**config.mk**
```make
export PLATFORM = sky130hd
export DESIGN_NAME = icache_data_store
export DESIGN_NICKNAME = d
export VERILOG_FILES = /design/src/icache_pkg.sv /design/src/icache_data_store.sv
export SDC_FILE = /design/constraint.sdc
export NUM_CORES = 2
export LEC_CHECK = 0
export BUFFER_PORTS_ARGS = -buffer_cell sky130_fd_sc_hd__buf_2
export CAP_MARGIN = 20
export CORE_MARGIN = 2
export CORE_UTILIZATION = 50
export DETAILED_ROUTE_END_ITERATION = 10
export PLACE_DENSITY = 0.65
export SYNTH_ARGS = -nofsm -noshare
export SYNTH_HDL_FRONTEND = slang
export SYNTH_SLANG_ARGS = --single-unit
```
**constraint.sdc**
```tcl
create_clock -name clk -period 10.5 [get_ports clk]
set_input_delay 1.05 -clock clk [delete_from_list [all_inputs] [get_ports clk]]
set_output_delay 1.05 -clock clk [all_outputs]
set_load 0.01 [all_outputs]
```
**src/icache_pkg.sv**
```systemverilog
package icache_pkg;

    // address and bus widths
    localparam int addr_w = 32;
    localparam int bus_w = 32;

    // 16 byte lines filled as four bus words
    localparam int line_w = 128;
    localparam int words_per_line = 4;
    localparam int offset_bits = 4;

    // 4 KB pages
    localparam int page_bits = 12;

    // controller states
    typedef enum logic [2:0] {
        // waiting for a fetch request
        idle,
        // tag compare on the registered read
        lookup,
        // waiting for grant with the bus free
        arbitrate,
        // four word reads on the bus
        fill,
        // line buffer goes into the arrays
        write_line,
        // response held until dp_ready
        respond
    } icache_state_e;

endpackage

```
**src/icache_data_store.sv**
```systemverilog
module icache_data_store
    import icache_pkg::*;
#(
    parameter int set_bits = 5
) (
    input  logic                clk,

    // synchronous read port
    input  logic [set_bits-1:0] rd_index,
    input  logic                rd_en,
    output logic [line_w-1:0]   rd_line,

    // fill write port
    input  logic [set_bits-1:0] wr_index,
    input  logic                wr_en,
    input  logic [line_w-1:0]   wr_line
);

    localparam int sets = 2 ** set_bits;

    logic [line_w-1:0] line_mem [sets];

    always_ff @(posedge clk) begin
        if (wr_en) begin
            line_mem[wr_index] <= wr_line;
        end
        // output holds until the next accepted request
        if (rd_en) begin
            rd_line <= line_mem[rd_index];
        end
    end

endmodule

```
==> out/summary.txt <==
Outcome = complete, no violations
Slowest stage delay, CP = 940 ps
Total clock sinks = 4,224
Unrepaired setup endpoints after global routing = no
CP Launch Type = input port
DRC violations left = 0
Clock tree root driver cell = clkbuf_16
Number of DRC markers after the initial detailed-route iteration = 10,365
Crit end category = register
Initial antenna violation count = 65
Post-cts repair resize count = 0
Count of state elements after synthesis = 4,224
Most frequent cell on the critical path = buf_12
Rows = 205
Vias = 74,733
TritonCTS Buffers = 412
Post-synthesis to final-layout area growth = 12.9%
Number of setup buffers added after CTS = 0
Most frequent standard cell in the layout excluding fill and tap cells = edfxtp_1
Power density relative to cell area = 199 nW/um^2
Sum of overflow across all layers after global routing = 0
Final design utilization = 56.7%
Number of buffers added on ports = 268
Non-Filler Instances = 11,447
Yosys warns = 0
Via count of the first global-routing pass = 74,178
Post-CTS clock slew at the launch and capture registers of the worst setup and hold paths = 60 ps
Headroom to the max-slew limit = 15.5%
Final Setup Violations = 0
Post-layout instance area = 177,000 sq um
Data arrival time of the worst path = 4580 ps
Final Slew Violations = 0
Clk buf depth = 4
Vertical die dimension = 563 um
Synthesized cell area = 157,000 sq um
Average cell area after synthesis = 24.3 sq um
Commonest cells after routing, fill and taps aside = edfxtp_1 (4,224), mux4_2 (956), o22ai_1 (444)
Overall Global Routing Usage = 25.5%
Minimum clock period after layout = 3990 ps
Fmax = 0.251 GHz
Number of I/O pins = 269
Final hold violation count = 0
Remaining antenna violation count = 0
Worst EP required = 11,090 ps
Sequential-to-total area share from yosys stat = 81.0%
Initial Utilization = 50.2%
CTS tree = yes
Number of placed instances, taps included = 10,661
Proportion of layout cells with a drive suffix above 1 = 27.9%
Fin Hold WS = 529 ps
Critical Path Fanout Max = 92
Sum of routed wire length over all layers = 405,000 um
Number of distinct library cells after synthesis = 27
Placeable core region = 312,000 sq um
Floorplan die area = 318,000 sq um
Maximum number of pins on one net before global-route repair = 145
P_leak = 54.8 nW
Number of H-tree levels = 5
Detailed Place HPWL = 187,000 um
Instance area at placement = 163,000 sq um
Horizontal die dimension = 563 um
Setup skew after layout = 39.7 ps
Least-Margin Pin Slew = 1270 ps
Clock insertion delay at the later pin of the skew report = 970 ps
Aggregate negative setup slack = 0 ps
Post-detailed-route wirelength per cell = 35.4 um
Fin nets = 7,076
Synthesized instance count = 6,440
Total iterations of the first detailed-routing run = 5
Hold crit path type = in2reg
First-pass GRT wire length = 569,000 um
Weighted congestion at the end of routability-driven global placement = 0.739
Type of the worst setup path = in2reg
Maxcap violations = 0
Hold-fix buffer count after cts = 0
Vias per Instance = 6.53
Largest vdd supply drop = 0.153 mV
Worst path cell trace = buf_12, buf_12, buf_4, mux4_2, o22ai_1, nor4_1
Synthesized netlist net count = 6,581
Cell type of the slowest stage on the worst timing path = nor4_1
Fraction of the cycle the final worst path needs = 38.0%
-- layer usage --
layer,wire length (um),track usage (%)
met5,205,0
met2,202000,41.9
met3,34800,3.53
met1,158000,36.3
met4,10100,6.55
-- worst paths after layout --
| check | startpoint | endpoint | cells after the start | slack (ps) |
|---|---|---|---|---|
| min | rd_en | rd_line[40] | 1 | 530 |
| max | rd_index[0] | rd_line[49] | 6 | 6510 |
| max reg2reg | line_mem[31][49] | rd_line[49] | 3 | 8500 |
| min reg2reg | line_mem[30][43] | rd_line[43] | 3 | 750 |
-- stage by stage --
stage	setup slack [ps]	power (mW)
6_report	6510	35.1
3_5_place_dp	5510	20.8
3_3_place_gp	5530	20.7
4_1_cts	6520	35.3
2_1_floorplan	2850	20.1
5_1_grt	6210	36.1
-- cell type report --
cell class,count,area (sq um)
fillers,22239,135000
clock inverters,272,2790
clock buffers,487,10700
repair buffers,433,3070
diodes,27,67.6
multi-input cells,1864,28100
well taps,4140,5180
flip-flops and latches,4224,127000
-- Yosys cell counts --
| library cell | n | area, sq um |
|---|---|---|
| edfxtp_1 | 4224 | 127000 |
| mux4_2 | 956 | 21500 |
| o22ai_1 | 444 | 2780 |
| mux2i_1 | 136 | 1360 |
| nor4_1 | 111 | 694 |
| clkbuf_1 | 108 | 405 |
| a22oi_1 | 102 | 766 |
| buf_2 | 94 | 470 |
| buf_4 | 67 | 503 |
| buf_1 | 44 | 165 |
| nand3_1 | 37 | 185 |
| nor2_1 | 35 | 131 |
| buf_6 | 30 | 338 |
| nand4_1 | 17 | 106 |
| clkbuf_4 | 9 | 67.6 |
| nand3b_1 | 6 | 45.0 |
| nand2_1 | 4 | 15.0 |
| or3b_2 | 4 | 35.0 |
| nor2b_1 | 3 | 18.8 |
| or3_1 | 2 | 12.5 |
| and2_1 | 1 | 6.26 |
| and3_1 | 1 | 6.26 |
| and3b_1 | 1 | 8.76 |
| nand2b_1 | 1 | 6.26 |
| nor2_2 | 1 | 6.26 |
| nor3b_1 | 1 | 7.51 |
| or2_1 | 1 | 6.26 |
-- cell families (layout without fill, tap and decap cells) --
kind of cell | after synthesis | after routing | share of synthesized area (%)
multiplexers | 1092 | 1092 | 14.6
flip-flops | 4224 | 4224 | 81.0
AO/OA/AOI/OAI | 546 | 546 | 2.26
other | 0 | 27 | 0
buffers and inverters | 352 | 1192 | 1.25
AND/OR/NAND/NOR | 226 | 226 | 0.825
-- worst max-delay path: cells and delay by family --
family	cells	cell delay, ps
buf+inv	3	1760
simple gates	1	940
mux	1	360
compound gates	1	80
-- state kept, by name, summed over array words and instances, names as in the netlist --
register,flops
line_mem,4096
rd_line,128
-- report_power, final --
group	leakage (nW)	switching [mW]	internal (mW)
Sequential	38.1	0.0896	18.8
Clock	6.59	6.29	8.46
Combinational	10.1	0.923	0.547
Total	54.8	7.30	27.8
(Power assumes the default switching activity.)
