**config.mk**
```make
export PLATFORM = sky130hd
export DESIGN_NAME = itlb
export DESIGN_NICKNAME = d
export VERILOG_FILES = /design/src/icache_pkg.sv /design/src/itlb.sv
export SDC_FILE = /design/constraint.sdc
export NUM_CORES = 1
export LEC_CHECK = 0
export ABC_AREA = 0
export BUFFER_PORTS_ARGS = -buffer_cell sky130_fd_sc_hd__buf_2
export CAP_MARGIN = 10
export CORE_ASPECT_RATIO = 1.4
export CORE_UTILIZATION = 40
export DETAILED_ROUTE_END_ITERATION = 8
export HOLD_SLACK_MARGIN = 0.05
export MAX_ROUTING_LAYER = met4
export PLACE_DENSITY = 0.55
export SYNTH_ARGS = -nofsm -noshare
export SYNTH_HDL_FRONTEND = slang
export SYNTH_SLANG_ARGS = --single-unit
```
**constraint.sdc**
```tcl
create_clock -name clk -period 14.7 [get_ports clk]
set_clock_uncertainty 0.15 [all_clocks]
set_input_delay 4.41 -clock clk [delete_from_list [all_inputs] [get_ports clk]]
set_output_delay 4.41 -clock clk [all_outputs]
set_load 0.1 [all_outputs]
```
**src/icache_pkg.sv**
```systemverilog
package icache_pkg;

    // address and bus widths
    localparam int addr_w = 32;
    localparam int bus_w = 32;

    // 16 byte lines filled as four bus words
    localparam int line_w = 128;
    localparam int words_per_line = 4;
    localparam int offset_bits = 4;

    // 4 KB pages
    localparam int page_bits = 12;

    // controller states
    typedef enum logic [2:0] {
        // waiting for a fetch request
        idle,
        // tag compare on the registered read
        lookup,
        // waiting for grant with the bus free
        arbitrate,
        // four word reads on the bus
        fill,
        // line buffer goes into the arrays
        write_line,
        // response held until dp_ready
        respond
    } icache_state_e;

endpackage

```
**src/itlb.sv**
```systemverilog
module itlb
    import icache_pkg::*;
#(
    parameter int tlb_entries = 8
) (
    input  logic                              clk,
    input  logic                              rst_n,

    // lookup side
    input  logic [addr_w-1:0]                 virt_addr,
    output logic [addr_w-1:0]                 phys_addr,
    output logic                              hit,

    // load port
    input  logic                              wr_en,
    input  logic [$clog2(tlb_entries)-1:0]    wr_idx,
    input  logic [addr_w-page_bits-1:0]       wr_vpn,
    input  logic [addr_w-page_bits-1:0]       wr_ppn
);

    localparam int vpn_w = addr_w - page_bits;

    logic [tlb_entries-1:0] valid_q;
    logic [vpn_w-1:0]       vpn_q [tlb_entries];
    logic [vpn_w-1:0]       ppn_q [tlb_entries];
    logic [vpn_w-1:0]       match_ppn;

    // an entry turns valid when it is loaded
    always_ff @(posedge clk or negedge rst_n) begin
        if (!rst_n) begin
            valid_q <= '0;
        end else if (wr_en) begin
            valid_q[wr_idx] <= 1'b1;
        end
    end

    always_ff @(posedge clk) begin
        if (wr_en) begin
            vpn_q[wr_idx] <= wr_vpn;
            ppn_q[wr_idx] <= wr_ppn;
        end
    end

    // search runs high to low so the lowest matching index ends up selected
    always_comb begin
        hit = 1'b0;
        match_ppn = '0;
        for (int i = tlb_entries - 1; i >= 0; i--) begin
            if (valid_q[i] && (vpn_q[i] == virt_addr[addr_w-1:page_bits])) begin
                hit = 1'b1;
                match_ppn = ppn_q[i];
            end
        end
    end

    // page offset passes through untranslated
    assign phys_addr = {match_ppn, virt_addr[page_bits-1:0]};

endmodule

```
==> impl_metrics.py <==
metrics = {
    "run_status": {
        "status": "finished, final reports clean",
    },
    "synthesis": {
        "yosys-mux-area-fraction_pct": 1.40,
        "yosys_warnings": 0,
        "synth_top_area_share_pct": 70.9,
        "synth_edf_count": 320,
        "synthSimpleGateAreaFrac_pct": 7.09,
        "synthArstFlopShare_pct": 2.44,
        "synth_compound_area_share_pct": 5.55,
        "synth_seq_cells": 328,
        "syn_avg_cell_area_um2": 15.4,
        "seq_area_frac_synth_pct": 72.4,
        "synthAdderAreaFrac_pct": 0,
        "synth_top_family_by_area": "XOR/XNOR gates",
        "ys_types": 42,
        "syn_area_um2": 13600,
        "yosys-top-cells-count": "edfxtp_1, xnor2_1, nand2_1, xor2_1, o21ai_0",
        "syn_inst": 880,
        "yosysTopAreaCell": "edfxtp_1",
        "synthXorXnorAreaFrac_pct": 10.1,
        "ys.flop_type": "edfxtp_1",
        "synth.area.top_cells": "edfxtp_1, xnor2_1, xor2_1, nand2_1, o21ai_0",
        "yosysMostFrequentCell": "edfxtp_1",
        "synth_nets": 958,
    },
    "layout": {
        "fillCellCount": 2974,
        "drive_gt1_share_pct": 18.1,
        "area.growth.synth_to_final_pct": 12.7,
        "antenna_cells": 0,
        "layout.nets": 1036,
    },
    "sta": {
        "finalCriticalPeriod_ns": 12.50,
        "tightest_slew_ns": 0.982,
        "rsz0062_at_grt": "false",
        "hold_viol": 0,
        "period_share_pct": 85.1,
        "maxSlewViolCount": 0,
        "setup-violations-final": 0,
        "fmax_mhz": 80.0,
        "slew_headroom_pct": 34.5,
        "finalSetupTns_ns": 0,
        "hold-worst-slack_ns": 0.317,
    },
    "global_route": {
        "first_global_vias": 7211,
        "grt_max_degree": 43,
        "grt_usage_pct": 19.8,
        "grt_first_pass_wirelength_mm": 47.2,
        "grt_antenna_before_repair": 0,
        "grt_overflow": 0,
    },
    "critical_path": {
        "start_kind": "primary input",
        "crit_required_ns": 10.14,
        "r2r_cells": 1,
        "critPathSlowestCell": "nand4_1",
        "crit_type": "in -> out",
        "cpPeakStageDelay_ns": 0.72,
        "path_cells": "buf_2 -> xnor2_1 -> nand4_1 -> nor4_1 -> nand4_1 -> nand2_1 -> buf_4 -> a311o_1 -> a31oi_1 -> buf_2",
        "arrival_ns": 7.94,
        "end_kind": "output pin",
        "crit_fanout": 20,
    },
    "placement": {
        "dp_hpwl_mm": 20.4,
        "place_congestion": 0.774,
        "port_buffers": 86,
    },
    "floorplanning": {
        "std_cell_rows": 79,
        "pin_count": 111,
        "die_area_um2": 34600,
        "fp.dieW_um": 158,
        "core_um2": 33300,
        "fp.dieH_um": 220,
        "start_util_pct": 40.7,
    },
    "clock_network": {
        "cts_buffers": 31,
        "clk-insertion-delay-late_ns": 0.56,
        "ctsResizeCount": 0,
        "cts.sinks": 328,
        "post_cts_buffers": 0,
        "cts_tree": "done",
        "clock_path_buffers": 3,
        "postCtsHoldBufs": 0,
        "clk_pin_slew_ns": 0.06,
        "clock_tree.root_cell": "clkbuf_16",
        "htree_levels": 1,
    },
    "detailed_routing": {
        "first_pass_iters": 5,
        "drt_iter0_markers": 463,
        "route.vias.total": 7237,
        "postRouteAntennaNets": 0,
        "drc": 0,
        "avgRoutedWirePerCell_um": 22.8,
        "routed_wl_mm": 32.4,
        "avgViaCountPerCell": 5.08,
    },
    "power": {
        "power_leakage_nw": 5.18,
        "p_total_mw": 1.89,
        "powerDensity_nw_per_um2": 123,
        "ir_drop_v": 0.0000895,
    },
    "job": {
        "drv_cap": 0,
    },
    "min_path": {
        "hold_depth": 1,
        "hp-class": "reg -> reg",
    },
}
[worst max-delay path, delay by kind of cell]
family | cells | cell delay [ns]
buffers and inverters | 3 | 0.88
AO/OA/AOI/OAI | 2 | 0.25
XOR/XNOR | 1 | 0.50
AND/OR/NAND/NOR | 4 | 1.88
[stage by stage]
step	cells	util, %	instance area [um2]	setup slack [ns]
finish	1424	45.9	15300	2.20
global route	1424	45.9	15300	1.82
global placement	1370	43.2	14400	2.25
floorplan	880	-	13600	1.90
CTS	1424	45.9	15300	2.17
detailed placement	1370	43.2	14400	2.19
[final timing paths]
path,from,slack [ns],endpoint
worst max-delay path,virt_addr[30],2.20,phys_addr[20]
worst min-delay path,valid_q[4],0.32,valid_q[4]
min in group asynchronous,rst_n,3.54,valid_q[2]
max in group asynchronous,rst_n,10.67,valid_q[0]
worst min register to register,valid_q[4],0.32,valid_q[4]
worst max register to register,valid_q[2],13.71,valid_q[2]
[layer usage]
metal	up-vias	track usage, %	wire length (um)
met2	177	35.5	17200
met3	60	2.10	1230
met1	3586	22.4	12800
li1	3414	-	-
met4	0	7.93	1180
met5	-	-	0
[cells by family after synthesis]
| logic type | after synthesis |
|---|---|
| compound gates | 110 |
| xor+xnor | 157 |
| simple gates | 181 |
| mux | 19 |
| buf+inv | 85 |
| flops | 328 |
[layout make-up]
type	instances	area, um2	share of cell area, %
clock buffers	37	798	5.22
clock inverters	17	109	0.712
repair buffers	104	566	3.70
inverters	26	97.6	0.639
multi-input cells	467	3340	21.9
flip-flops and latches	328	9810	64.2
well taps	445	557	3.64
[placed cells by master (no fill, tap or decap), drive strengths merged, types with 18 or more instances in the layout]
cell	count
o21ai	41
clkbuf	37
nand2	60
edfxtp	320
inv	27
or3	18
a31oi	18
o21a	21
buf	104
nor4	20
nand3	28
nand4	26
mux2i	19
xnor2	97
a311o	18
xor2	60
[flip-flops by register name, summed over array words and instances (netlist names)]
register / flops
ppn_q: 160
vpn_q: 160
valid_q: 8
[where the power goes]
| part | switching (mW) | internal [mW] | total (mW) |
|---|---|---|---|
| combinational | 0.0616 | 0.0298 | 0.0914 |
| clock | 0.326 | 0.401 | 0.727 |
| sequential | 0.00893 | 1.06 | 1.07 |
Power figures use the tool's default switching activity.
