`src/icache_pkg.sv`:
```
package icache_pkg;

    // address and bus widths
    localparam int addr_w = 32;
    localparam int bus_w = 32;

    // 16 byte lines filled as four bus words
    localparam int line_w = 128;
    localparam int words_per_line = 4;
    localparam int offset_bits = 4;

    // 4 KB pages
    localparam int page_bits = 12;

    // controller states
    typedef enum logic [2:0] {
        // waiting for a fetch request
        idle,
        // tag compare on the registered read
        lookup,
        // waiting for grant with the bus free
        arbitrate,
        // four word reads on the bus
        fill,
        // line buffer goes into the arrays
        write_line,
        // response held until dp_ready
        respond
    } icache_state_e;

endpackage

```
`src/icache_tag_store.sv`:
```
module icache_tag_store
    import icache_pkg::*;
#(
    parameter int set_bits = 5
) (
    input  logic                                  clk,
    input  logic                                  rst_n,

    // read at request acceptance
    input  logic [set_bits-1:0]                   rd_index,
    input  logic                                  rd_en,

    // fill write
    input  logic [set_bits-1:0]                   wr_index,
    input  logic                                  wr_en,
    input  logic [addr_w-set_bits-offset_bits-1:0] wr_tag,

    // compare against the registered physical tag
    input  logic [addr_w-set_bits-offset_bits-1:0] cmp_tag,
    output logic                                  line_hit
);

    localparam int tag_w = addr_w - set_bits - offset_bits;
    localparam int sets = 2 ** set_bits;

    logic [tag_w-1:0] tag_mem [sets];
    logic [sets-1:0]  valid_q;
    logic [tag_w-1:0] rd_tag_q;
    logic             rd_valid_q;

    always_ff @(posedge clk or negedge rst_n) begin
        if (!rst_n) begin
            valid_q <= '0;
            rd_valid_q <= 1'b0;
        end else begin
            if (wr_en) begin
                valid_q[wr_index] <= 1'b1;
            end
            if (rd_en) begin
                rd_valid_q <= valid_q[rd_index];
            end
        end
    end

    always_ff @(posedge clk) begin
        if (wr_en) begin
            tag_mem[wr_index] <= wr_tag;
        end
        if (rd_en) begin
            rd_tag_q <= tag_mem[rd_index];
        end
    end

    assign line_hit = rd_valid_q && (rd_tag_q == cmp_tag);

endmodule

```
`config.mk`:
```
export PLATFORM = sky130hd
export DESIGN_NAME = icache_tag_store
export DESIGN_NICKNAME = d
export VERILOG_FILES = /design/src/icache_pkg.sv /design/src/icache_tag_store.sv
export SDC_FILE = /design/constraint.sdc
export NUM_CORES = 1
export LEC_CHECK = 0
export BUFFER_PORTS_ARGS = -buffer_cell sky130_fd_sc_hd__buf_2
export CAP_MARGIN = 30
export CORE_MARGIN = 5
export CORE_UTILIZATION = 30
export CTS_CLUSTER_SIZE = 28
export DETAILED_ROUTE_END_ITERATION = 12
export RECOVER_POWER = 50
export SYNTH_ARGS = -nofsm -noshare
export SYNTH_HDL_FRONTEND = slang
export SYNTH_SLANG_ARGS = --single-unit
```
`constraint.sdc`:
```
create_clock -name clk -period 1.65 [get_ports clk]
set_input_delay 0.0825 -clock clk [delete_from_list [all_inputs] [get_ports clk]]
set_output_delay 0.0825 -clock clk [all_outputs]
set_load 0.01 [all_outputs]
```
==> results.toml <==
[placed_design]
globalplace.congestion = 0.765
place.port_buffers = 60
dpl_worst_slack_ns = -0.645
placedCellCount = 2705
hpwl_um = 46400

[critical_path]
critical_path.slowest_cell = "sky130_fd_sc_hd__edfxtp_1"
timing.critical_path.to_type = "primary output"
critical_r2r_capture = "rd_tag_q[2]"
crit_path_max_cell_delay_ns = 0.52
start_kind = "flip-flop"
ff2ff_setup_slack_ns = -0.28
critical_path.n_buffers_inverters = 2
worst_ep_required_time_ns = 1.57
critical_path.cell_chain = "xor2_1, nor4_2, buf_4, nand4_1, nor3_1, buf_2"
worstReg2RegStart = "tag_mem[19][2]"
critical-path-top-delay-family = "simple AND/OR/NAND/NOR gates"
timing.critical_path.arrival_ns = 2.28
critical_path_class = "flip-flop to primary output"
worstPathMaxFanout = 1
reg2reg_path_depth = 3

[detailed_routing]
route.final.wire_length_um = 76900
route.detailed.vias_per_inst = 5.02
postRouteAntennaNets = 0
route.vias.total = 14400
wl_met2_um = 35600
drt-initial-drc-count = 1759
met1Wirelength_um = 33400
highest-signal-layer = "met5"
wire_per_inst_um = 26.8
initial_drt_pass_iterations = 5
drc = 0
routed-wl-met3_um = 6710

[floorplanning]
floorplan.io_pins = 61
floorplan.die.height_um = 328
num_rows = 116
dieArea_sq_mm = 0.107
start_util_pct = 30.2
floorplan.die.width_um = 328
placeableCoreArea_sq_mm = 0.100

[logic_synthesis]
synth_sequential_area_ratio_pct = 78.0
netlist_area_sq_mm = 0.0303
number_of_flops_mapped_to_enable_cells_by_yosys = 759
synth-async-reset-ratio_pct = 4.17
yosys.area.top_type = "sky130_fd_sc_hd__edfxtp_1"
synth.lib_cells_used.distinct = 31
synthFlopType = "sky130_fd_sc_hd__edfxtp_1"
post_syn_nets = 1311
synth.avg_cell_area_sq_um = 24.2
synth.ff_latch_count = 792
synth_warnings = 0
post_synth_inst_count = 1251
synth_largest_type_area_fraction_pct = 75.2
post_synth_main_area_contributors = "sky130_fd_sc_hd__edfxtp_1, sky130_fd_sc_hd__mux4_2, sky130_fd_sc_hd__dfrtp_1"

[status]
run_status = "finished with violations"
failing_checks = "setup timing"

[layout]
final_net_count = 1574
diodes = 0
stdcell_count = 2872
layout-area-overhead-vs-synth_pct = 21.5
layout_cell_share_with_drive_strength_beyond_1_pct = 37.9

[grt]
grt_first_pass_wirelength_um = 110000
track_usage_pct = 14.3
total_overflow_reported_by_the_global_router = 0
grt_start_max_net_pins = 34
antenna_found_initial = 2
vias_in_the_first_global_route = 15000

[clock_network]
cts-root-buf = "sky130_fd_sc_hd__clkbuf_16"
maximum_clock_insertion_buffer_count = 3
clk_latency_ns = 0.63
post_cts.repair.setup_buffers = 0
h-tree-depth = 3
clk_transition_reported_paths_ns = 0.06
cts_tree = "done"
clkSinkCount = 792
numCtsBuffers = 80

[power]
leakagePower_nw = 11.7
power_switching_mw = 8.91
share_clk_of_total_power_pct = 40.6
swShare_pct = 20.9
power_report.internal_total_mw = 33.7
vdd_drop_max_mv = 0.671
pwr-share-seq_pct = 53.4
power_frac_comb_pct = 6.0
total_design_power_mw = 42.6
p_per_area_mw_per_mm2 = 1160

[sta]
fin_hold_ws_ns = 0.0739
share_of_the_cycle_needed_by_the_critical_path_after_routing_pct = 143
slew-limit-headroom_pct = 9.43
setup_violations = 26
rsz0062_at_grt = "true"
hold_viol_final = 0
fin_worst_skew_ns = 0.0219
timing.fmax_mhz = 423
period_minus_slack_ns = 2.37
actual_slew_at_the_worst_max_slew_pin_ns = 1.36
final_max_slew_viol_count = 0
worst_slack_ns = -0.716

[worst_hold_path]
timing.hold.worst_path_depth = 4
min_from = "rd_index[4]"
min-delay-path-class = "input port to flip-flop"
timing.hold.worst_endpoint = "rd_valid_q"

[flow_run]
max-cap-violations = 0
worst max path at each step:
stage,startpoint,slack (ns),endpoint,depth (start not counted)
global route,rd_tag_q[6],-0.86,line_hit,6
global placement,rd_index[0],-0.64,rd_tag_q[2],6
floorplan,wr_index[2],-0.37,tag_mem[10][0],2
detailed placement,rd_index[0],-0.64,rd_tag_q[2],6
CTS,rd_tag_q[6],-0.76,line_hit,6
finish,rd_tag_q[6],-0.72,line_hit,6
sequential cells by signal, indices dropped and copies added (netlist names):
signal,flops
tag_mem,736
rd_valid_q,1
valid_q,32
rd_tag_q,23
per-layer routing:
layer | GRT usage, % | vias up
met4 | 2.42 | 2
li1 | - | 5881
met5 | 0 | -
met1 | 21.0 | 7816
met2 | 22.0 | 628
met3 | 3.57 | 88
power groups by stage:
| stage | sequential, mW | combinational (mW) | clock, mW |
|---|---|---|---|
| floorplan | 23.0 | 1.54 | 0 |
| global placement | 23.1 | 2.49 | 0 |
| detailed placement | 23.2 | 2.55 | 0 |
| CTS | 22.7 | 2.64 | 17.6 |
| global route | 22.8 | 2.76 | 18.5 |
| finish | 22.8 | 2.57 | 17.3 |
layout by cell type, fill, tap and decap left out, types with 15 or more instances in the layout:
master	n
sky130_fd_sc_hd__buf_12	66
sky130_fd_sc_hd__mux2i_1	16
sky130_fd_sc_hd__clkbuf_16	81
sky130_fd_sc_hd__clkinv_1	15
sky130_fd_sc_hd__or2_2	32
sky130_fd_sc_hd__buf_4	69
sky130_fd_sc_hd__edfxtp_1	759
sky130_fd_sc_hd__mux4_2	230
sky130_fd_sc_hd__dlygate4sd3_1	25
sky130_fd_sc_hd__nor2_4	23
sky130_fd_sc_hd__buf_2	35
sky130_fd_sc_hd__xor2_1	16
sky130_fd_sc_hd__clkbuf_1	57
sky130_fd_sc_hd__dfrtp_1	33
stage by stage:
step	setup TNS, ns	cell area, sq um	utilization [%]
4_1_cts	-6.03	37100	37.0
2_1_floorplan	-98.42	30800	-
3_3_place_gp	-12.70	34300	34.3
6_report	-5.84	36800	36.7
3_5_place_dp	-12.91	34300	34.3
5_1_grt	-6.93	36800	36.7
worst min-delay path: stages:
cell	delay, ns
sky130_fd_sc_hd__buf_2	0.11
sky130_fd_sc_hd__buf_12	0.19
sky130_fd_sc_hd__nand4_1	0.12
sky130_fd_sc_hd__a41oi_1	0.10
final cells by class:
class                      count  area [sq um]
clock buffer                 106          2120
clock inverter                36           344
fill                        9069         63300
multi-input combinational    401          6630
sequential                   792         23600
tap                         1298          1620
timing repair buffer         239          2470
synthesized netlist by cell type, types with 5 or more instances:
library cell               count
sky130_fd_sc_hd__buf_1        10
sky130_fd_sc_hd__buf_2        19
sky130_fd_sc_hd__buf_4         9
sky130_fd_sc_hd__clkbuf_1     20
sky130_fd_sc_hd__dfrtp_1      33
sky130_fd_sc_hd__edfxtp_1    759
sky130_fd_sc_hd__mux2_2       23
sky130_fd_sc_hd__mux2i_1      16
sky130_fd_sc_hd__mux4_2      230
sky130_fd_sc_hd__nand2_1       5
sky130_fd_sc_hd__nand3b_1      5
sky130_fd_sc_hd__nor2_1       35
sky130_fd_sc_hd__or2_2        32
sky130_fd_sc_hd__xnor2_1       7
sky130_fd_sc_hd__xor2_1       16
logic make-up (layout without fill, tap and decap cells):
kind of cell | after synthesis | in the layout | synth area share, %
simple gates | 99 | 99 | 1.74
mux | 269 | 269 | 18.5
xor+xnor | 23 | 23 | 0.665
buf+inv | 58 | 381 | 0.909
compound gates | 10 | 10 | 0.227
flops | 792 | 792 | 78.0
repair_timing:
action,4_1_cts,5_1_grt
hold buffers,25,0
endpoints found under the setup margin,24,24
pin swaps,2,0
endpoints found under the hold margin,793,0
resized for setup,9,3
Note: power is estimated with default switching activity, not from simulation.
