`config.mk`:
```
export PLATFORM = sky130hd
export DESIGN_NAME = icache_line_fill
export DESIGN_NICKNAME = d
export VERILOG_FILES = /design/src/icache_pkg.sv /design/src/icache_line_fill.sv
export SDC_FILE = /design/constraint.sdc
export NUM_CORES = 1
export LEC_CHECK = 0
export ABC_AREA = 1
export CAP_MARGIN = 20
export CORE_MARGIN = 8
export CORE_UTILIZATION = 45
export CTS_BUF_LIST = sky130_fd_sc_hd__clkbuf_16
export DETAILED_ROUTE_END_ITERATION = 16
export DONT_BUFFER_PORTS = 1
export GPL_ROUTABILITY_DRIVEN = 0
export HOLD_SLACK_MARGIN = 0.03
export MAX_ROUTING_LAYER = met4
export PLACE_DENSITY = 0.62
export REMOVE_ABC_BUFFERS = 1
export SYNTH_ARGS = -nofsm -noshare
export SYNTH_HDL_FRONTEND = slang
export SYNTH_SLANG_ARGS = --single-unit
```
`constraint.sdc`:
```
create_clock -name clk -period 2.51 [get_ports clk]
set_clock_uncertainty 0.1 [all_clocks]
set_input_delay 0.502 -clock clk [delete_from_list [all_inputs] [get_ports clk]]
set_output_delay 0.502 -clock clk [all_outputs]
set_load 0.02 [all_outputs]
```
`src/icache_pkg.sv`:
```
package icache_pkg;

    // address and bus widths
    localparam int addr_w = 32;
    localparam int bus_w = 32;

    // 16 byte lines filled as four bus words
    localparam int line_w = 128;
    localparam int words_per_line = 4;
    localparam int offset_bits = 4;

    // 4 KB pages
    localparam int page_bits = 12;

    // controller states
    typedef enum logic [2:0] {
        // waiting for a fetch request
        idle,
        // tag compare on the registered read
        lookup,
        // waiting for grant with the bus free
        arbitrate,
        // four word reads on the bus
        fill,
        // line buffer goes into the arrays
        write_line,
        // response held until dp_ready
        respond
    } icache_state_e;

endpackage

```
`src/icache_line_fill.sv`:
```
module icache_line_fill
    import icache_pkg::*;
#(
    parameter int set_bits = 5
) (
    input  logic                                  clk,
    input  logic                                  rst_n,

    // translation result at acceptance
    input  logic [addr_w-1:0]                     phys_addr,
    input  logic                                  tlb_hit,
    input  logic                                  pa_load,

    // bus word capture
    input  logic                                  word_capture,
    input  logic [bus_w-1:0]                      mem_data,

    output logic [addr_w-1:0]                     mem_addr,
    output logic [set_bits-1:0]                   line_index,
    output logic [addr_w-set_bits-offset_bits-1:0] line_tag,
    output logic                                  pa_valid,
    output logic                                  last_word,
    output logic [line_w-1:0]                     line
);

    localparam int cnt_w = $clog2(words_per_line);

    logic [addr_w-1:0]                        addr_q;
    logic [cnt_w-1:0]                         word_cnt_q;
    logic [words_per_line-1:0][bus_w-1:0]     buf_q;

    always_ff @(posedge clk or negedge rst_n) begin
        if (!rst_n) begin
            pa_valid <= 1'b0;
            word_cnt_q <= '0;
        end else if (pa_load) begin
            pa_valid <= tlb_hit;
            word_cnt_q <= '0;
        end else if (word_capture) begin
            word_cnt_q <= word_cnt_q + 1'b1;
        end
    end

    // only the offset field steps, so index and tag stay put through
    // the fill and the wrap after the last word
    always_ff @(posedge clk) begin
        if (pa_load) begin
            addr_q <= {phys_addr[addr_w-1:offset_bits], {offset_bits{1'b0}}};
        end else if (word_capture) begin
            addr_q[offset_bits-1:0] <= addr_q[offset_bits-1:0] + offset_bits'(4);
        end
    end

    // lowest address lands in the lowest word
    always_ff @(posedge clk) begin
        if (word_capture) begin
            buf_q[word_cnt_q] <= mem_data;
        end
    end

    assign last_word = (word_cnt_q == cnt_w'(words_per_line - 1));
    assign mem_addr = addr_q;
    assign line_index = addr_q[offset_bits +: set_bits];
    assign line_tag = addr_q[addr_w-1:offset_bits+set_bits];
    assign line = buf_q;

endmodule

```
==> results.cfg, run 1 <==
[status]
outcome = completed

[drt]
avgRoutedWirePerCell_um = 28.9
ant_nets = 0
drcViolationCount = 0
routed-wl-met2_um = 5490
first_pass_iters = 4
wl_met1_um = 3640
wirelength_um = 10900
routed_via_density = 5.26
top_layer = met4
num_vias = 1983
drtIter0Drc = 178
route.met3.wl_um = 1600

[cts]
post_cts_buffers = 0
insertion_delay_ps = 410
htreeDepth = 4
cts_buffers = 17
cts-resized-gates = 0
cts_root_buf = clkbuf_16
cts_buffer_depth = 2
cts_tree = yes
clk_pin_slew_ps = 60
clock-sinks = 161

[synth]
postSynthCellCount = 225
yosysUniqueCellTypes = 16
yosys_warnings = 0
synth_top_area_share = 0.898
synth.largest_area_cell = edfxtp_1
netlist_area_mm2 = 0.00521
yosysSeqAreaShare = 0.921
synth.area.top_cells = edfxtp_1 (90%), buf_4 (4.3%), dfrtp_1 (1.4%)
yosys_register_bits = 161
syn_avg_cell_area_um2 = 23.2

[setup_path]
max_stage_delay_ps = 400
crit_family = flip-flops
crit_type = reg -> out
cp_num_buf_inv = 0
required_ps = 1910
cp-end-kind = primary output
worstPathMaxFanout = 3
path_cells = ha_1
critPathLaunchType = register
cp_slowest_cell = dfrtp_1
crit_arrival_ps = 1130

[sta]
fin_tns_setup_ps = 0
setup_violations = 0
slew_violations = 0
max_freq_mhz = 579
period_share = 0.688
finalHoldViolations = 0
hold_ws_ps = 85.6
min_period_ps = 1730
grt_setup_unrepaired = no

[global_route]
first_global_vias = 2113
grt_start_max_net_pins = 31
track_usage = 0.144
antenna_found_initial = 0
grt_pass1_wl_um = 14600
overflow = 0

[hold_path]
worstHoldPathType = in -> reg

[die]
die-area_mm2 = 0.0153
io_pins = 259
rows = 39
die_x_um = 124
die_h_um = 124
core_area_mm2 = 0.0114
start_util = 0.459

[pwr]
power_density_mw_per_mm2 = 1030
p_leak_uw = 0.00195
ir_drop_mv = 0.410

[run]
max_cap_violations = 0

[placement]
portBuffers = 0
place_hpwl_um = 7790

[final_layout]
area.growth.synth_to_final_pct = 11.6
insertedDiodeCount = 0
final_net_count = 294
drive_gt1_frac = 0.162
[through the flow]
stage | utilization | cells | total power [µW] | setup WS (ps) | instance area [µm²]
final | 0.512 | 377 | 5980 | 782 | 5820
after global routing | 0.512 | 377 | 6170 | 685 | 5820
after CTS | 0.512 | 377 | 6040 | 759 | 5820
after detailed placement | 0.459 | 344 | 3500 | 827 | 5220
after global placement | 0.459 | 344 | 3500 | 827 | 5220
after floorplan | - | 195 | 3430 | 673 | 4980
[path summary, 6_finish.rpt]
kind / startpoint / to / slack (ps) / cells past startpoint
worst max-delay path: word_cnt_q[0] / last_word / 780 / 1
worst max register to register: word_cnt_q[1] / line[36] / 820 / 5
max in group asynchronous: rst_n / word_cnt_q[0] / 1920 / 1
worst min-delay path: phys_addr[13] / mem_addr[13] / 90 / 0
worst min register to register: mem_addr[3] / mem_addr[3] / 540 / 3
min in group asynchronous: rst_n / pa_valid / 240 / 1
[layout by cell type, fill, tap and decap left out, types with 2 or more instances in the layout]
cell type   instances
inv_6               3
nand3_1             2
o21ai_0             2
clkbuf_16          17
conb_1              2
nor2_1              2
nand2_1            11
bufinv_16           3
inv_1               9
edfxtp_1          156
dfrtp_1             3
dfxtp_1             2
ha_1                4
clkinvlp_4          4
buf_4               5
clkinv_1            2
[cell families after synthesis]
kind of cell             synth area share
other                            0.000719
AO/OA/AOI/OAI                     0.00360
buffers and inverters              0.0511
flip-flops                          0.921
AND/OR/NAND/NOR                    0.0144
adder cells (fa/ha/maj)           0.00960
[cell type report]
type	instances	area, µm²
fill	865	5550
sequential	161	4800
clock buffer	17	425
tap	143	179
clock inverter	15	166
multi-input combinational	26	151
timing repair buffer	7	67.6
inverter	8	30.0
[flip-flops by register name (all words and copies together) (netlist names)]
| register | count |
|---|---|
| word_cnt_q | 2 |
| pa_valid | 1 |
| mem_addr | 30 |
| line | 128 |
[synthesized netlist by cell type]
| cell | number |
|---|---|
| edfxtp_1 | 156 |
| buf_4 | 30 |
| nand2_1 | 11 |
| inv_1 | 7 |
| ha_1 | 4 |
| dfrtp_1 | 3 |
| dfxtp_1 | 2 |
| nand3_1 | 2 |
| nor2_1 | 2 |
| o21ai_0 | 2 |
| a21oi_2 | 1 |
| buf_6 | 1 |
| conb_1 | 1 |
| inv_2 | 1 |
| nand3_2 | 1 |
| nor2_2 | 1 |
[where the power goes]
group / switching (µW) / total [µW] / internal, µW
Sequential: 257 / 3360 / 3100
Clock: 982 / 2540 / 1560
Combinational: 64.4 / 81.6 / 17.3
[layer usage]
| layer | track usage | vias up |
|---|---|---|
| met5 | - | - |
| met4 | 0.0625 | 0 |
| met3 | 0.0839 | 18 |
| met2 | 0.234 | 189 |
| met1 | 0.135 | 970 |
| li1 | - | 806 |
[what timing repair did]
item                                    CTS  global route
endpoints found under the setup margin    0             0
endpoints found under the hold margin     3             0
hold buffers                              1             0
No activity file was read; power rests on OpenSTA's default activity.
==> run 2, diff against run 1 <==
==> constraint.sdc (replaced) <==
create_clock -name clk -period 1.7 [get_ports clk]
set_clock_uncertainty 0.1 [all_clocks]
set_input_delay 0.34 -clock clk [delete_from_list [all_inputs] [get_ports clk]]
set_output_delay 0.34 -clock clk [all_outputs]
set_load 0.02 [all_outputs]
==> results.cfg, run 2 (same netlist as run 1, synthesis figures left out) <==
[status]
outcome = completed

[final_layout]
insertedDiodeCount = 0
final_net_count = 360
layout_common_cells = edfxtp_1 (156), dlygate4sd3_1 (63), clkbuf_16 (20)
fillers = 804
area.growth.synth_to_final_pct = 25.3
largest_reg_flops = 128
design_area_mm2 = 0.00653
final_common_cell = edfxtp_1
drive_gt1_frac = 0.140

[drt]
num_vias = 2221
drtIter0Drc = 163
ant_nets = 0
wirelength_um = 11400
avgRoutedWirePerCell_um = 25.8
routed_via_density = 5.01
first_pass_iters = 4
drcViolationCount = 0

[die]
die_x_um = 124
die-area_mm2 = 0.0153
die_h_um = 124
start_util = 0.459
io_pins = 259
rows = 39
core_area_mm2 = 0.0114

[cts]
postCtsHoldBufs = 64
htreeDepth = 4
clock-sinks = 161
cts_buffers = 17
cts_root_buf = clkbuf_16
cts_buffer_depth = 2
post_cts_buffers = 0
cts_tree = yes
insertion_delay_ps = 400
cts-resized-gates = 0
clk_pin_slew_ps = 60

[setup_path]
crit_type = reg -> out
path_depth = 2
cp_num_buf_inv = 1
critPathLaunchType = register
cp-end-kind = primary output
cp_slowest_cell = dfrtp_1
worstPathMaxFanout = 3
crit_arrival_ps = 1190
path_cells = ha_1 > buf_4
reg2regPathDepth = 5
crit_family = flip-flops
max_stage_delay_ps = 410
required_ps = 1260

[pwr]
p_sw_uw = 1990
power_density_mw_per_mm2 = 1350
combPwrFrac = 0.035
clkPwrFrac = 0.404
switching_share = 0.225
p_leak_uw = 0.00226
pwr-share-seq = 0.561
intPower_uw = 6850
ir_drop_mv = 0.820

[sta]
period_share = 0.956
setup_ws_ps = 74.3
grt_setup_unrepaired = no
max_freq_mhz = 615
finalHoldViolations = 0
hold_ws_ps = 94.4
slew_violations = 0
min_period_ps = 1630
setup_violations = 0

[run]
max_cap_violations = 0

[placement]
place_hpwl_um = 7840
detailedPlace.worstSlack_ps = 215
place_area_mm2 = 0.00530
portBuffers = 0

[global_route]
grt_pass1_wl_um = 15300
track_usage = 0.147
first_global_vias = 2379
antenna_found_initial = 0
overflow = 0
grt_start_max_net_pins = 31

[hold_path]
worstHoldPathType = in -> async
run 2: layer usage:
layer,share of wire,vias to the layer above,global-route usage
met4,0.0087,0,0.0512
met5,0,-,-
met1,0.36,1089,0.145
met3,0.13,10,0.0752
li1,-,940,-
met2,0.51,182,0.246
run 2: layout make-up:
cell class	instances	area, µm²	area share
Clock buffer	20	500	0.0766
Clock inverter	12	78.8	0.0121
Inverter	8	30.0	0.00460
Multi-Input combinational cell	26	151	0.0232
Sequential cell	161	4800	0.735
Tap cell	143	179	0.0274
Timing Repair Buffer	73	793	0.121
run 2: through the flow:
step                power [µW]  TNS (ps)  utilization  cells
global placement          5190         0        0.466    347
CTS                       8910         0        0.575    443
global route              9110         0        0.575    443
floorplan                 5060    -11640            -    195
finish                    8830         0        0.575    443
detailed placement        5180         0        0.466    347
run 2: power groups by stage:
stage | Combinational, µW | Clock [µW] | Sequential [µW]
2_1_floorplan | 70.8 | 0 | 4990
3_3_place_gp | 142 | 0 | 5040
3_5_place_dp | 139 | 0 | 5040
4_1_cts | 311 | 3640 | 4960
5_1_grt | 335 | 3800 | 4970
6_report | 306 | 3570 | 4950
run 2: worst paths after layout:
check                         startpoint             to  slack (ps)
hold reg to reg              mem_addr[3]    mem_addr[3]         540
setup reg to reg           word_cnt_q[1]       line[52]         220
min in group clk                 pa_load       pa_valid         130
max in group asynchronous          rst_n  word_cnt_q[1]        1250
setup / recovery           word_cnt_q[0]      last_word          70
hold / removal                     rst_n       pa_valid          90
run 2: worst register-to-register path: cells and delay by family, from the launching register on:
kind	cells	cell delay (ps)
buffers and inverters	3	460
flip-flops	1	400
adder cells (fa/ha/maj)	1	160
AND/OR/NAND/NOR	1	50
