$ cat config.mk
export PLATFORM = sky130hd
export DESIGN_NAME = icache_controller
export DESIGN_NICKNAME = d
export VERILOG_FILES = /design/src/icache_pkg.sv /design/src/icache_controller.sv
export SDC_FILE = /design/constraint.sdc
export NUM_CORES = 1
export LEC_CHECK = 0
export BUFFER_PORTS_ARGS = -buffer_cell sky130_fd_sc_hd__buf_2
export CELL_PAD_IN_SITES_DETAIL_PLACEMENT = 1
export CELL_PAD_IN_SITES_GLOBAL_PLACEMENT = 2
export CORE_MARGIN = 8
export CORE_UTILIZATION = 19
export CTS_CLUSTER_SIZE = 40
export DETAILED_ROUTE_END_ITERATION = 8
export GPL_TIMING_DRIVEN = 0
export HOLD_SLACK_MARGIN = 0.03
export MAX_ROUTING_LAYER = met4
export PLACE_DENSITY = 0.79
export SYNTH_ARGS = -nofsm -noshare
export SYNTH_HDL_FRONTEND = slang
export SYNTH_SLANG_ARGS = --single-unit
$ cat constraint.sdc
create_clock -name clk -period 1.4 [get_ports clk]
set_input_delay 0.28 -clock clk [delete_from_list [all_inputs] [get_ports clk]]
set_output_delay 0.28 -clock clk [all_outputs]
set_load 0.02 [all_outputs]
$ cat src/icache_pkg.sv
package icache_pkg;

    // address and bus widths
    localparam int addr_w = 32;
    localparam int bus_w = 32;

    // 16 byte lines filled as four bus words
    localparam int line_w = 128;
    localparam int words_per_line = 4;
    localparam int offset_bits = 4;

    // 4 KB pages
    localparam int page_bits = 12;

    // controller states
    typedef enum logic [2:0] {
        // waiting for a fetch request
        idle,
        // tag compare on the registered read
        lookup,
        // waiting for grant with the bus free
        arbitrate,
        // four word reads on the bus
        fill,
        // line buffer goes into the arrays
        write_line,
        // response held until dp_ready
        respond
    } icache_state_e;

endpackage

$ cat src/icache_controller.sv
module icache_controller
    import icache_pkg::*;
(
    input  logic clk,
    input  logic rst_n,

    // fetch handshake
    input  logic req_valid,
    output logic req_ready,
    output logic dp_valid,
    input  logic dp_ready,
    output logic dp_fault,

    // datapath status
    input  logic pa_valid,
    input  logic line_hit,
    input  logic last_word,

    // datapath control
    output logic use_fill_line,
    output logic pa_load,
    output logic lookup_en,
    output logic word_capture,
    output logic fill_write,

    // bus
    output logic mem_req,
    input  logic mem_data_valid,
    output logic mem_done,

    // daisy chain arbitration
    input  logic grant_in,
    output logic grant_out,
    input  logic bus_busy_in,
    output logic bus_busy_out
);

    icache_state_e state;
    icache_state_e next_state;
    logic          accept;

    assign accept = req_valid && req_ready;

    always_comb begin
        next_state = state;
        case (state)
            idle: begin
                if (accept) begin
                    next_state = lookup;
                end
            end
            lookup: begin
                // a translation fault answers without touching the bus
                if (!pa_valid || line_hit) begin
                    next_state = respond;
                end else begin
                    next_state = arbitrate;
                end
            end
            arbitrate: begin
                if (grant_in && !bus_busy_in) begin
                    next_state = fill;
                end
            end
            fill: begin
                if (mem_data_valid && last_word) begin
                    next_state = write_line;
                end
            end
            write_line: begin
                next_state = respond;
            end
            respond: begin
                if (dp_ready) begin
                    next_state = idle;
                end
            end
            default: begin
                next_state = idle;
            end
        endcase
    end

    // ready is registered so it stays low until the first cycle out of reset
    always_ff @(posedge clk or negedge rst_n) begin
        if (!rst_n) begin
            state <= idle;
            req_ready <= 1'b0;
            use_fill_line <= 1'b0;
        end else begin
            state <= next_state;
            req_ready <= (next_state == idle);
            if (accept) begin
                use_fill_line <= 1'b0;
            end else if (state == write_line) begin
                use_fill_line <= 1'b1;
            end
        end
    end

    assign pa_load = accept;
    assign lookup_en = accept;

    assign dp_valid = (state == respond);
    assign dp_fault = (state == respond) && !pa_valid;

    // one word per mem_data_valid edge while requesting
    assign mem_req = (state == fill);
    assign word_capture = (state == fill) && mem_data_valid;
    assign fill_write = (state == write_line);
    assign mem_done = (state == write_line);

    assign bus_busy_out = (state == fill) || (state == write_line);

    // hold the grant while waiting for or using the bus
    assign grant_out = grant_in && (state != arbitrate) && (state != fill);

endmodule

==> run_results.csv, run 1 <==
group,metric,value,unit
status,status,"finished with violations",
status,violations,"setup timing",
floorplanning,die_area,0.00331,mm²
place,place_congestion,0.697,
routing,routed_wl,1.39,mm
yosys,ys_seq_elements,5,
power,peakVddDrop,0.780,mV
worst_setup_path,crit_slowest_cell,"dfrtp_1",
yosys,yosysSeqAreaShare,0.382,
power,combPwrFrac,0.711,
finish,final_layout_size_suffix_gt1_frac,0.662,
finish,syn_to_final_growth,108,%
timing,setup_viol,8,
clock_tree,cts_sinks,5,
finish,antenna_cells,0,
global_route,grt_pass1_vias,438,
global_route,grt-ovfl-total,0,
floorplanning,num_rows,15,
worst_setup_path,cp.arrival,1.32,ns
clock_tree,cts_buffers,3,
yosys,yosysTopAreaCell,"dfrtp_1",
global_route,grt_pass1_wl,2.04,mm
timing,tightest_slew,0.236,ns
power,sw_frac_of_total,0.412,
routing,vias,433,
clock_tree,root_buffer,"clkbuf_4",
power,p_sw,0.000658,W
place,place.detailed.hpwl,875,µm
timing,maxSlewHeadroom,0.842,
routing,drt_iter0_drc,5,
yosys,synth.distinct_cells,22,
worst_setup_path,crit_fanout,6,
yosys,synth_area_leaders,"dfrtp_1, nor2b_1, nor2_1",
yosys,synth_area,328,µm²
power,p_leak,0.350,nW
worst_setup_path,end_kind,"output pin",
floorplanning,coreArea,0.00167,mm²
place,port_buffers,21,
timing,finalCriticalPeriod,1.60,ns
yosys,synth_nets,49,
floorplanning,die_x,57.5,µm
power,p_clk_frac,0.112,
floorplanning,start_util,0.196,
worst_setup_path,path_cells,"buf_6 -> nor2b_4 -> and2_4 -> nor2b_4 -> buf_6",
power,p_seq_frac,0.177,
power,p_per_area,2340,mW/mm²
global_route,grt_max_degree,7,
timing,rsz0062_at_grt,"true",
timing,fin_crit_sh,1.15,
clock_tree,insertion_delay,0.25,ns
min_path,min_path_type,"in -> reg",
finish,finalNetCount,88,
routing,routed_via_density,4.61,
clock_tree,ctsLongestPathBuffers,2,
clock_tree,htreeDepth,1,
power,cellInternalPower,0.000937,W
clock_tree,tritoncts,"built",
finish,final_util,0.408,
flow_run,cap_violations,0,
worst_setup_path,required,1.12,ns
timing,fmax,623,MHz
global_route,antenna_found_initial,0,
timing,fin_ws,-0.204,ns
worst_setup_path,cp_slowest_stage_delay,0.37,ns
routing,dr.pass1.iters,6,
yosys,syn_avg_cell_area,8.41,µm²
yosys,syn_inst,39,
routing,remaining_drc_errors,0,
timing,skew,0.00961,ns
yosys,yosysWarnings,0,
timing,slew_viol_final,0,
worst_setup_path,crit_path_start_kind,"flop",
floorplanning,die_h,57.5,µm
floorplanning,ios,22,
routing,wl_per_cell,14.8,µm
clock_tree,clk_pin_slew_worst_paths,0.06,ns
routing,drt.antenna.violating_nets,0,
place,pre_cts_slack,-0.100,ns
worst_setup_path,criticalPathCategory,"reg -> out",
timing,hold_viol,0,
yosys,synth_top_area_share,0.382,
global_route,grt_use_total,0.0852,
## stage by stage
stage               power, W  area [µm²]  std cells  hold slack (ns)  TNS (ns)
finish               0.00160         682         94            0.274    -0.890
detailed placement  0.000986         472         77            0.105    -0.211
global placement    0.000980         472         77           0.0974    -0.125
global route         0.00168         682         94            0.269     -1.25
floorplan           0.000780         345         39          -0.0156         0
CTS                  0.00146         626         89            0.274    -0.846
## area by class of cell
cell class / count / area [µm²]
Fill cell: 202 / 988
Sequential cell: 5 / 128
Buffer: 3 / 26.3
Timing Repair Buffer: 34 / 249
Clock buffer: 4 / 26.3
Tap cell: 17 / 21.3
Multi-Input combinational cell: 29 / 224
Inverter: 2 / 7.51
## what timing repair did
item / CTS / global route
hold buffers: 1 / 0
pin swaps: 3 / 2
hold endpoints to repair: 5 / 0
setup endpoints to repair: 8 / 9
buffers inserted: 7 / 5
resized for setup: 23 / 3
## metal layers
layer | global-route usage | wire [µm]
met5 | - | 0
met4 | 0.0643 | 27
met3 | 0.0247 | 68
met2 | 0.159 | 805
met1 | 0.0684 | 491
## Yosys cell counts
master / count
dfrtp_1: 5
a31o_2: 1
nor2b_1: 4
nand3_1: 1
buf_4: 2
a21oi_1: 2
a31o_1: 1
or2_1: 1
buf_2: 1
nor3_2: 1
inv_1: 2
and2_1: 2
nor2b_2: 1
nor4bb_1: 1
o22ai_1: 1
nand2_1: 2
nand2b_1: 1
a22oi_1: 1
nor2_1: 6
and3_1: 1
o21ai_1: 1
a32oi_1: 1
## power groups by stage
stage               Clock, W  Combinational (W)  Sequential, W
global placement           0           0.000700       0.000280
global route        0.000190            0.00119       0.000291
floorplan                  0           0.000477       0.000303
finish              0.000179            0.00113       0.000282
detailed placement         0           0.000703       0.000283
CTS                 0.000178            0.00100       0.000281
## path summary, 6_finish.rpt
kind / start / end / slack, ns / depth (start not counted)
setup / recovery: state[0] / dp_fault / -0.20 / 5
hold / removal: grant_in / state[0] / 0.27 / 2
setup reg to reg: state[0] / req_ready / 0 / 6
hold reg to reg: use_fill_line / use_fill_line / 0.49 / 2
max in group asynchronous: rst_n / state[1] / 0.86 / 2
min in group asynchronous: rst_n / state[0] / 0.38 / 2
## worst max-delay path, delay by kind of cell, from the launching register on
family                 cells  cell delay [ns]
flip-flops                 1             0.37
AND/OR/NAND/NOR            3             0.44
buffers and inverters      2             0.26
## cell usage in the layout, fill, tap and decap left out, types with 2 or more instances in the layout
cell type   n
dfrtp_2     2
nor2b_4     3
nor2_1      6
a21oi_1     2
dfrtp_1     3
buf_4      14
buf_6       8
buf_2      14
nor2b_1     2
clkbuf_4    3
## sequential cells by signal, indices dropped and copies added, names as in the netlist
signal / count
state: 3
req_ready: 1
use_fill_line: 1
## cells by family after synthesis
kind of cell           Yosys count  share of synthesized area
buffers and inverters            5                     0.0839
AND/OR/NAND/NOR                 21                      0.366
flip-flops                       5                      0.382
AO/OA/AOI/OAI                    8                      0.168
Power figures use the tool's default switching activity.
==> run 2, diff against run 1 <==
--- a/config.mk
+++ b/config.mk
@@ -15,7 +15,7 @@
 export GPL_TIMING_DRIVEN = 0
 export HOLD_SLACK_MARGIN = 0.03
 export MAX_ROUTING_LAYER = met4
-export PLACE_DENSITY = 0.79
+export PLACE_DENSITY = 0.74
 export SYNTH_ARGS = -nofsm -noshare
 export SYNTH_HDL_FRONTEND = slang
 export SYNTH_SLANG_ARGS = --single-unit
==> run 2 against run 1 <==
The run still ends with setup timing left. Register-to-register slack better by 0.09 ns. Clock power down 9%. Final cell count unchanged. Count of clock-buffer cells in the layout unchanged. Power down 1.6%. Non-clock buffer count unchanged. Sequential power about the same. Sequential share of layout area down 0.14 points. Critical path type unchanged. Largest cell class unchanged. Highest routed layer is now met3.
==> run_results.csv, run 2 (synthesis results as in run 1) <==
group,metric,value,unit
routing,routed_via_density,4.48,
clock_tree,clk_pin_slew_worst_paths,0.04,ns
floorplanning,ios,22,
timing,whs,0.284,ns
routing,vias,421,
finish,antenna_cells,0,
worst_setup_path,criticalPathCategory,"reg -> out",
status,status,"finished with violations",
global_route,grt_pass1_vias,479,
worst_setup_path,critPathLaunch,"state[1]",
power,p_per_area,2290,mW/mm²
place,place_congestion,0.737,
timing,slew_viol_final,0,
floorplanning,die_area,0.00331,mm²
finish,largestRegisters,"state (3), req_ready (1), use_fill_line (1)",
finish,nFillCells,204,
worst_setup_path,crit_slowest_cell,"dfrtp_2",
finish,seq_area,128,µm²
routing,routed_wl,1.29,mm
floorplanning,coreArea,0.00167,mm²
flow_run,cap_violations,0,
routing,remaining_drc_errors,0,
timing,rsz0062_at_grt,"true",
floorplanning,start_util,0.196,
floorplanning,die_h,57.5,µm
power,p_leak,0.347,nW
clock_tree,ctsLongestPathBuffers,2,
routing,drt.antenna.violating_nets,0,
clock_tree,root_buffer,"clkbuf_4",
global_route,grt_pass1_wl,2.08,mm
worst_setup_path,r2r_start,"state[1]",
timing,maxSlewHeadroom,0.843,
worst_setup_path,worstSetupEndpoint,"dp_fault",
floorplanning,die_x,57.5,µm
worst_setup_path,path_common_cell,"nor2b_4",
timing,hold_viol,0,
min_path,min_path_type,"in -> reg",
min_path,hold_depth,2,
timing,finalCriticalPeriod,1.58,ns
routing,wl_per_cell,13.7,µm
timing,skew,0.00269,ns
worst_setup_path,cp_slowest_stage_delay,0.44,ns
finish,finalNetCount,88,
clock_tree,insertion_delay,0.24,ns
worst_setup_path,end_kind,"output pin",
global_route,grt-ovfl-total,0,
clock_tree,cts_buffers,3,
finish,final_common_cell,"buf_4",
worst_setup_path,rrSetupSlack,0.09,ns
worst_setup_path,path_cells,"buf_12 -> nor2b_4 -> and2_4 -> nor2b_4 -> buf_6",
timing,fin_ws,-0.177,ns
routing,dr.pass1.iters,2,
worst_setup_path,required,1.12,ns
finish,multi_input_area,214,µm²
clock_tree,cts_sinks,5,
finish,final_layout_size_suffix_gt1_frac,0.662,
finish,top_register,"state",
clock_tree,tritoncts,"built",
power,peakVddDrop,0.842,mV
place,port_buffers,21,
finish,final_cell_mix,"buf_4, buf_2, buf_6, nor2_1",
routing,drt_iter0_drc,3,
status,violations,"setup timing",
timing,fin_crit_sh,1.13,
finish,largest_reg_flops,3,
clock_tree,htreeDepth,1,
finish,final_cells,94,
finish,syn_to_final_growth,110,%
worst_setup_path,rr_worst_depth,5,
timing,fmax,634,MHz
worst_setup_path,crit_fanout,3,
floorplanning,num_rows,15,
global_route,grt_max_degree,6,
min_path,min_from,"grant_in",
global_route,antenna_found_initial,0,
timing,tightest_slew,0.233,ns
global_route,grt_use_total,0.0806,
worst_setup_path,crit_path_start_kind,"flop",
place,dpl.cell_count,77,
place,place.detailed.hpwl,855,µm
worst_setup_path,reg2reg_to,"req_ready",
timing,setup_viol,7,
worst_setup_path,cp.arrival,1.30,ns
run 2: what timing repair did:
item                       CTS  global route
setup endpoints to repair    8             8
pin swaps                    3             3
hold endpoints to repair     5             0
buffers inserted             9             3
gates resized for setup     23             3
hold buffers                 1             0
run 2: final cells by class:
cell class | instances | share of cell area
multi-input cells | 29 | 0.311
clock buffers | 4 | 0.0383
well taps | 17 | 0.0310
repair buffers | 34 | 0.384
flip-flops and latches | 5 | 0.186
inverters | 2 | 0.0109
plain buffers | 3 | 0.0383
run 2: routing by layer:
| metal | global-route usage | up-vias | share of wire |
|---|---|---|---|
| met3 | 0.0179 | 0 | 0.044 |
| met2 | 0.145 | 9 | 0.56 |
| met5 | - | - | 0 |
| met4 | 0.0321 | 0 | 0 |
| met1 | 0.0826 | 205 | 0.39 |
| li1 | - | 207 | - |
run 2: power by group:
| group | switching, W | internal, W | leakage [nW] | total [W] |
|---|---|---|---|---|
| Sequential | 0.0000639 | 0.000217 | 0.0576 | 0.000281 |
| Clock | 0.0000554 | 0.000108 | 0.0150 | 0.000163 |
| Combinational | 0.000503 | 0.000624 | 0.275 | 0.00113 |
run 2: worst min-delay path by stage:
| stage | slack (ns) | endpoint |
|---|---|---|
| floorplan | -0.02 | req_ready |
| global placement | 0.09 | use_fill_line |
| detailed placement | 0.1 | use_fill_line |
| CTS | 0.28 | state[0] |
| global route | 0.29 | state[0] |
| finish | 0.28 | state[0] |
run 2: critical path, delay by kind of cell, from the launching register on:
family / cells / cell delay (ns)
simple gates: 3 / 0.37
flops: 1 / 0.44
buf+inv: 2 / 0.26
run 2: stage by stage:
stage,instance area [µm²],total power (W),TNS (ns),util,worst slack [ns]
2_1_floorplan,345,0.000780,0,-,0.0177
3_3_place_gp,472,0.000983,-0.140,0.282,-0.0821
3_5_place_dp,472,0.000994,-0.174,0.282,-0.0883
4_1_cts,656,0.00150,-0.871,0.393,-0.165
5_1_grt,687,0.00167,-1.19,0.411,-0.229
6_report,687,0.00157,-0.771,0.411,-0.177
==> run 3, diff against run 2 <==
--- a/config.mk
+++ b/config.mk
@@ -5,17 +5,18 @@
 export SDC_FILE = /design/constraint.sdc
 export NUM_CORES = 1
 export LEC_CHECK = 0
+export ABC_AREA = 1
 export BUFFER_PORTS_ARGS = -buffer_cell sky130_fd_sc_hd__buf_2
 export CELL_PAD_IN_SITES_DETAIL_PLACEMENT = 1
 export CELL_PAD_IN_SITES_GLOBAL_PLACEMENT = 2
 export CORE_MARGIN = 8
-export CORE_UTILIZATION = 19
+export CORE_UTILIZATION = 18
 export CTS_CLUSTER_SIZE = 40
 export DETAILED_ROUTE_END_ITERATION = 8
 export GPL_TIMING_DRIVEN = 0
 export HOLD_SLACK_MARGIN = 0.03
 export MAX_ROUTING_LAYER = met4
-export PLACE_DENSITY = 0.74
+export PLACE_DENSITY = 0.75
 export SYNTH_ARGS = -nofsm -noshare
 export SYNTH_HDL_FRONTEND = slang
 export SYNTH_SLANG_ARGS = --single-unit
==> run 3 against run 2 <==
The flow now finishes without violations. Clock skew decreased by 0.0012 ns. Non-clock buffer count decreased by 8. Critical path depth decreased by 1. Final cell count increased by 21%. Combinational power decreased by 12%. Setup slack improved by 0.18 ns. Flip-flop and latch count unchanged. Power decreased by 5.6%. Core utilization decreased by 7.7 points. Highest routed layer is now met4.
==> run_results.csv, run 3 <==
group,metric,value,unit
finish,final_layout_size_suffix_gt1_frac,0.540,
worst_setup_path,crit_path_start_kind,"flop",
yosys,syn_inst,56,
timing,rsz0062_at_grt,"true",
worst_setup_path,reg2reg_to,"req_ready",
yosys,yosysSeqAreaShare,0.358,
worst_setup_path,rr_worst_depth,8,
timing,setup_tns,0,ns
place,place_congestion,0.671,
finish,syn_to_final_growth,82.1,%
routing,drt_iter0_drc,6,
global_route,grt_pass1_vias,438,
clock_tree,cts_buffers,3,
worst_setup_path,required,1.12,ns
finish,final_cell_mix,"buf_2, nor2_1, nand2_1, inv_1, buf_4",
clock_tree,tritoncts,"built",
global_route,antenna_found_initial,0,
timing,setup_viol,0,
floorplanning,ios,22,
timing,fmax,718,MHz
yosys,ys_seq_elements,5,
yosys,yosysWarnings,0,
min_path,min_path_type,"in -> reg",
worst_setup_path,r2r_start,"state[0]",
flow_run,cap_violations,0,
power,peakVddDrop,0.685,mV
worst_setup_path,rrSetupSlack,0.19,ns
timing,tightest_slew,0.192,ns
timing,maxSlewHeadroom,0.872,
floorplanning,die_area,0.00360,mm²
yosys,async_flop_share,1.00,
finish,finalNetCount,98,
yosys,synth_area_leaders,"dfrtp_1, nor2_1, inv_1",
yosys,synthFlopType,"dfrtp_1",
timing,fin_ws,0.00708,ns
place,port_buffers,21,
finish,largestRegisters,"state (3), req_ready (1), use_fill_line (1)",
routing,remaining_drc_errors,0,
yosys,syn_avg_cell_area,6.23,µm²
timing,hold_viol,0,
routing,drt.antenna.violating_nets,0,
timing,skew,0.00152,ns
finish,largest_reg_flops,3,
place,place.detailed.hpwl,950,µm
routing,wl_met2,645,µm
clock_tree,htreeDepth,1,
yosys,synth_area,349,µm²
min_path,min_from,"req_valid",
finish,final_cells,114,
routing,highest_layer,"met4",
routing,wl_per_cell,10.3,µm
yosys,yosysTopAreaCell,"dfrtp_1",
place,pre_cts_slack,0.0635,ns
finish,top_register,"state",
clock_tree,ctsLongestPathBuffers,2,
place,dpl.cell_count,104,
routing,dr.pass1.iters,2,
finish,final_util,0.334,
routing,routed_via_density,3.82,
power,p_per_area,2330,mW/mm²
worst_setup_path,crit_fanout,5,
floorplanning,die_h,60.0,µm
timing,slew_viol_final,0,
power,p_leak,0.366,nW
yosys,synth_top_area_share,0.358,
routing,vias,435,
status,status,"finished, final reports clean",
timing,fin_crit_sh,0.995,
worst_setup_path,criticalPathCategory,"reg -> out",
routing,route.met3.wl,94,µm
global_route,grt-ovfl-total,0,
global_route,grt_pass1_wl,1.84,mm
yosys,synthTopCellsByCount,"nor2_1, inv_1, nand2_1",
finish,antenna_cells,0,
finish,final_common_cell,"buf_2",
yosys,synth_nets,66,
routing,drt-met1-wl,430,µm
power,total_power,0.00148,W
floorplanning,start_util,0.184,
clock_tree,root_buffer,"clkbuf_4",
floorplanning,coreArea,0.00190,mm²
clock_tree,insertion_delay,0.24,ns
yosys,synth-edff-count,0,
global_route,grt_use_total,0.0709,
routing,routed_wl,1.18,mm
floorplanning,num_rows,16,
yosys,yosysMostFrequentCell,"nor2_1",
worst_setup_path,cp.arrival,1.11,ns
yosys,synth.distinct_cells,13,
worst_setup_path,end_kind,"output pin",
timing,finalCriticalPeriod,1.39,ns
min_path,min_to,"use_fill_line",
floorplanning,die_x,60.0,µm
global_route,grt_max_degree,7,
clock_tree,clk_pin_slew_worst_paths,0.04,ns
clock_tree,cts_sinks,5,
min_path,hold_depth,4,
[run 3: cell types whose count changed after synthesis, moves of 2 or more]
cell     delta
inv_1      +10
nand2_1    +10
nor2_1      +7
nor2b_1     -4
nor2_2      +3
and2_1      -2
nand2_2     +2
[run 3: power breakdown]
| part | leakage (nW) | internal, W | switching [W] |
|---|---|---|---|
| clock network | 0.0150 | 0.000107 | 0.0000548 |
| registers | 0.0595 | 0.000226 | 0.0000931 |
| logic | 0.291 | 0.000444 | 0.000556 |
[run 3: layout make-up]
type / instances / area (µm²)
Sequential cell: 5 / 128
Tap cell: 27 / 33.8
Multi-Input combinational cell: 37 / 199
Timing Repair Buffer: 28 / 196
Fill cell: 249 / 1270
Buffer: 1 / 7.51
Inverter: 12 / 45.0
Clock buffer: 4 / 26.3
[run 3: per-layer routing]
layer	vias to the layer above	global-route usage
li1	225	-
met1	197	0.0648
met2	11	0.122
met3	2	0.0301
met4	0	0.0408
met5	-	-
[run 3: worst max path at each step]
| stage | from | endpoint | depth (start not counted) |
|---|---|---|---|
| 2_1_floorplan | state[0] | word_capture | 4 |
| 3_3_place_gp | state[1] | mem_done | 5 |
| 3_5_place_dp | state[1] | mem_done | 5 |
| 4_1_cts | state[0] | word_capture | 5 |
| 5_1_grt | state[0] | word_capture | 5 |
| 6_report | state[2] | word_capture | 4 |
[run 3: stage by stage]
| step | instance area (µm²) | hold slack, ns |
|---|---|---|
| global route | 636 | 0.393 |
| global placement | 490 | 0.0941 |
| finish | 636 | 0.373 |
| detailed placement | 490 | 0.0982 |
| CTS | 609 | 0.369 |
| floorplan | 352 | -0.0156 |
[run 3: cells by family (layout without fill, tap and decap cells)]
| group | Yosys count | count (layout) | synth area share |
|---|---|---|---|
| compound gates | 3 | 3 | 0.0502 |
| buf+inv | 14 | 45 | 0.172 |
| simple gates | 34 | 34 | 0.419 |
| flops | 5 | 5 | 0.358 |
[run 3: repair_timing]
item                                    4_1_cts  5_1_grt
buffers inserted                              6        0
resized for setup                            17        8
endpoints found under the setup margin        7        7
hold buffers                                  1        0
pin swaps                                     3        2
hold endpoints to repair                      5        0
[run 3: critical path, cell delays in order (launching register included)]
cell and delay [ns]:
dfrtp_2 0.46, nor2_4 0.14, inv_2 0.05, nor2_2 0.10, buf_6 0.13
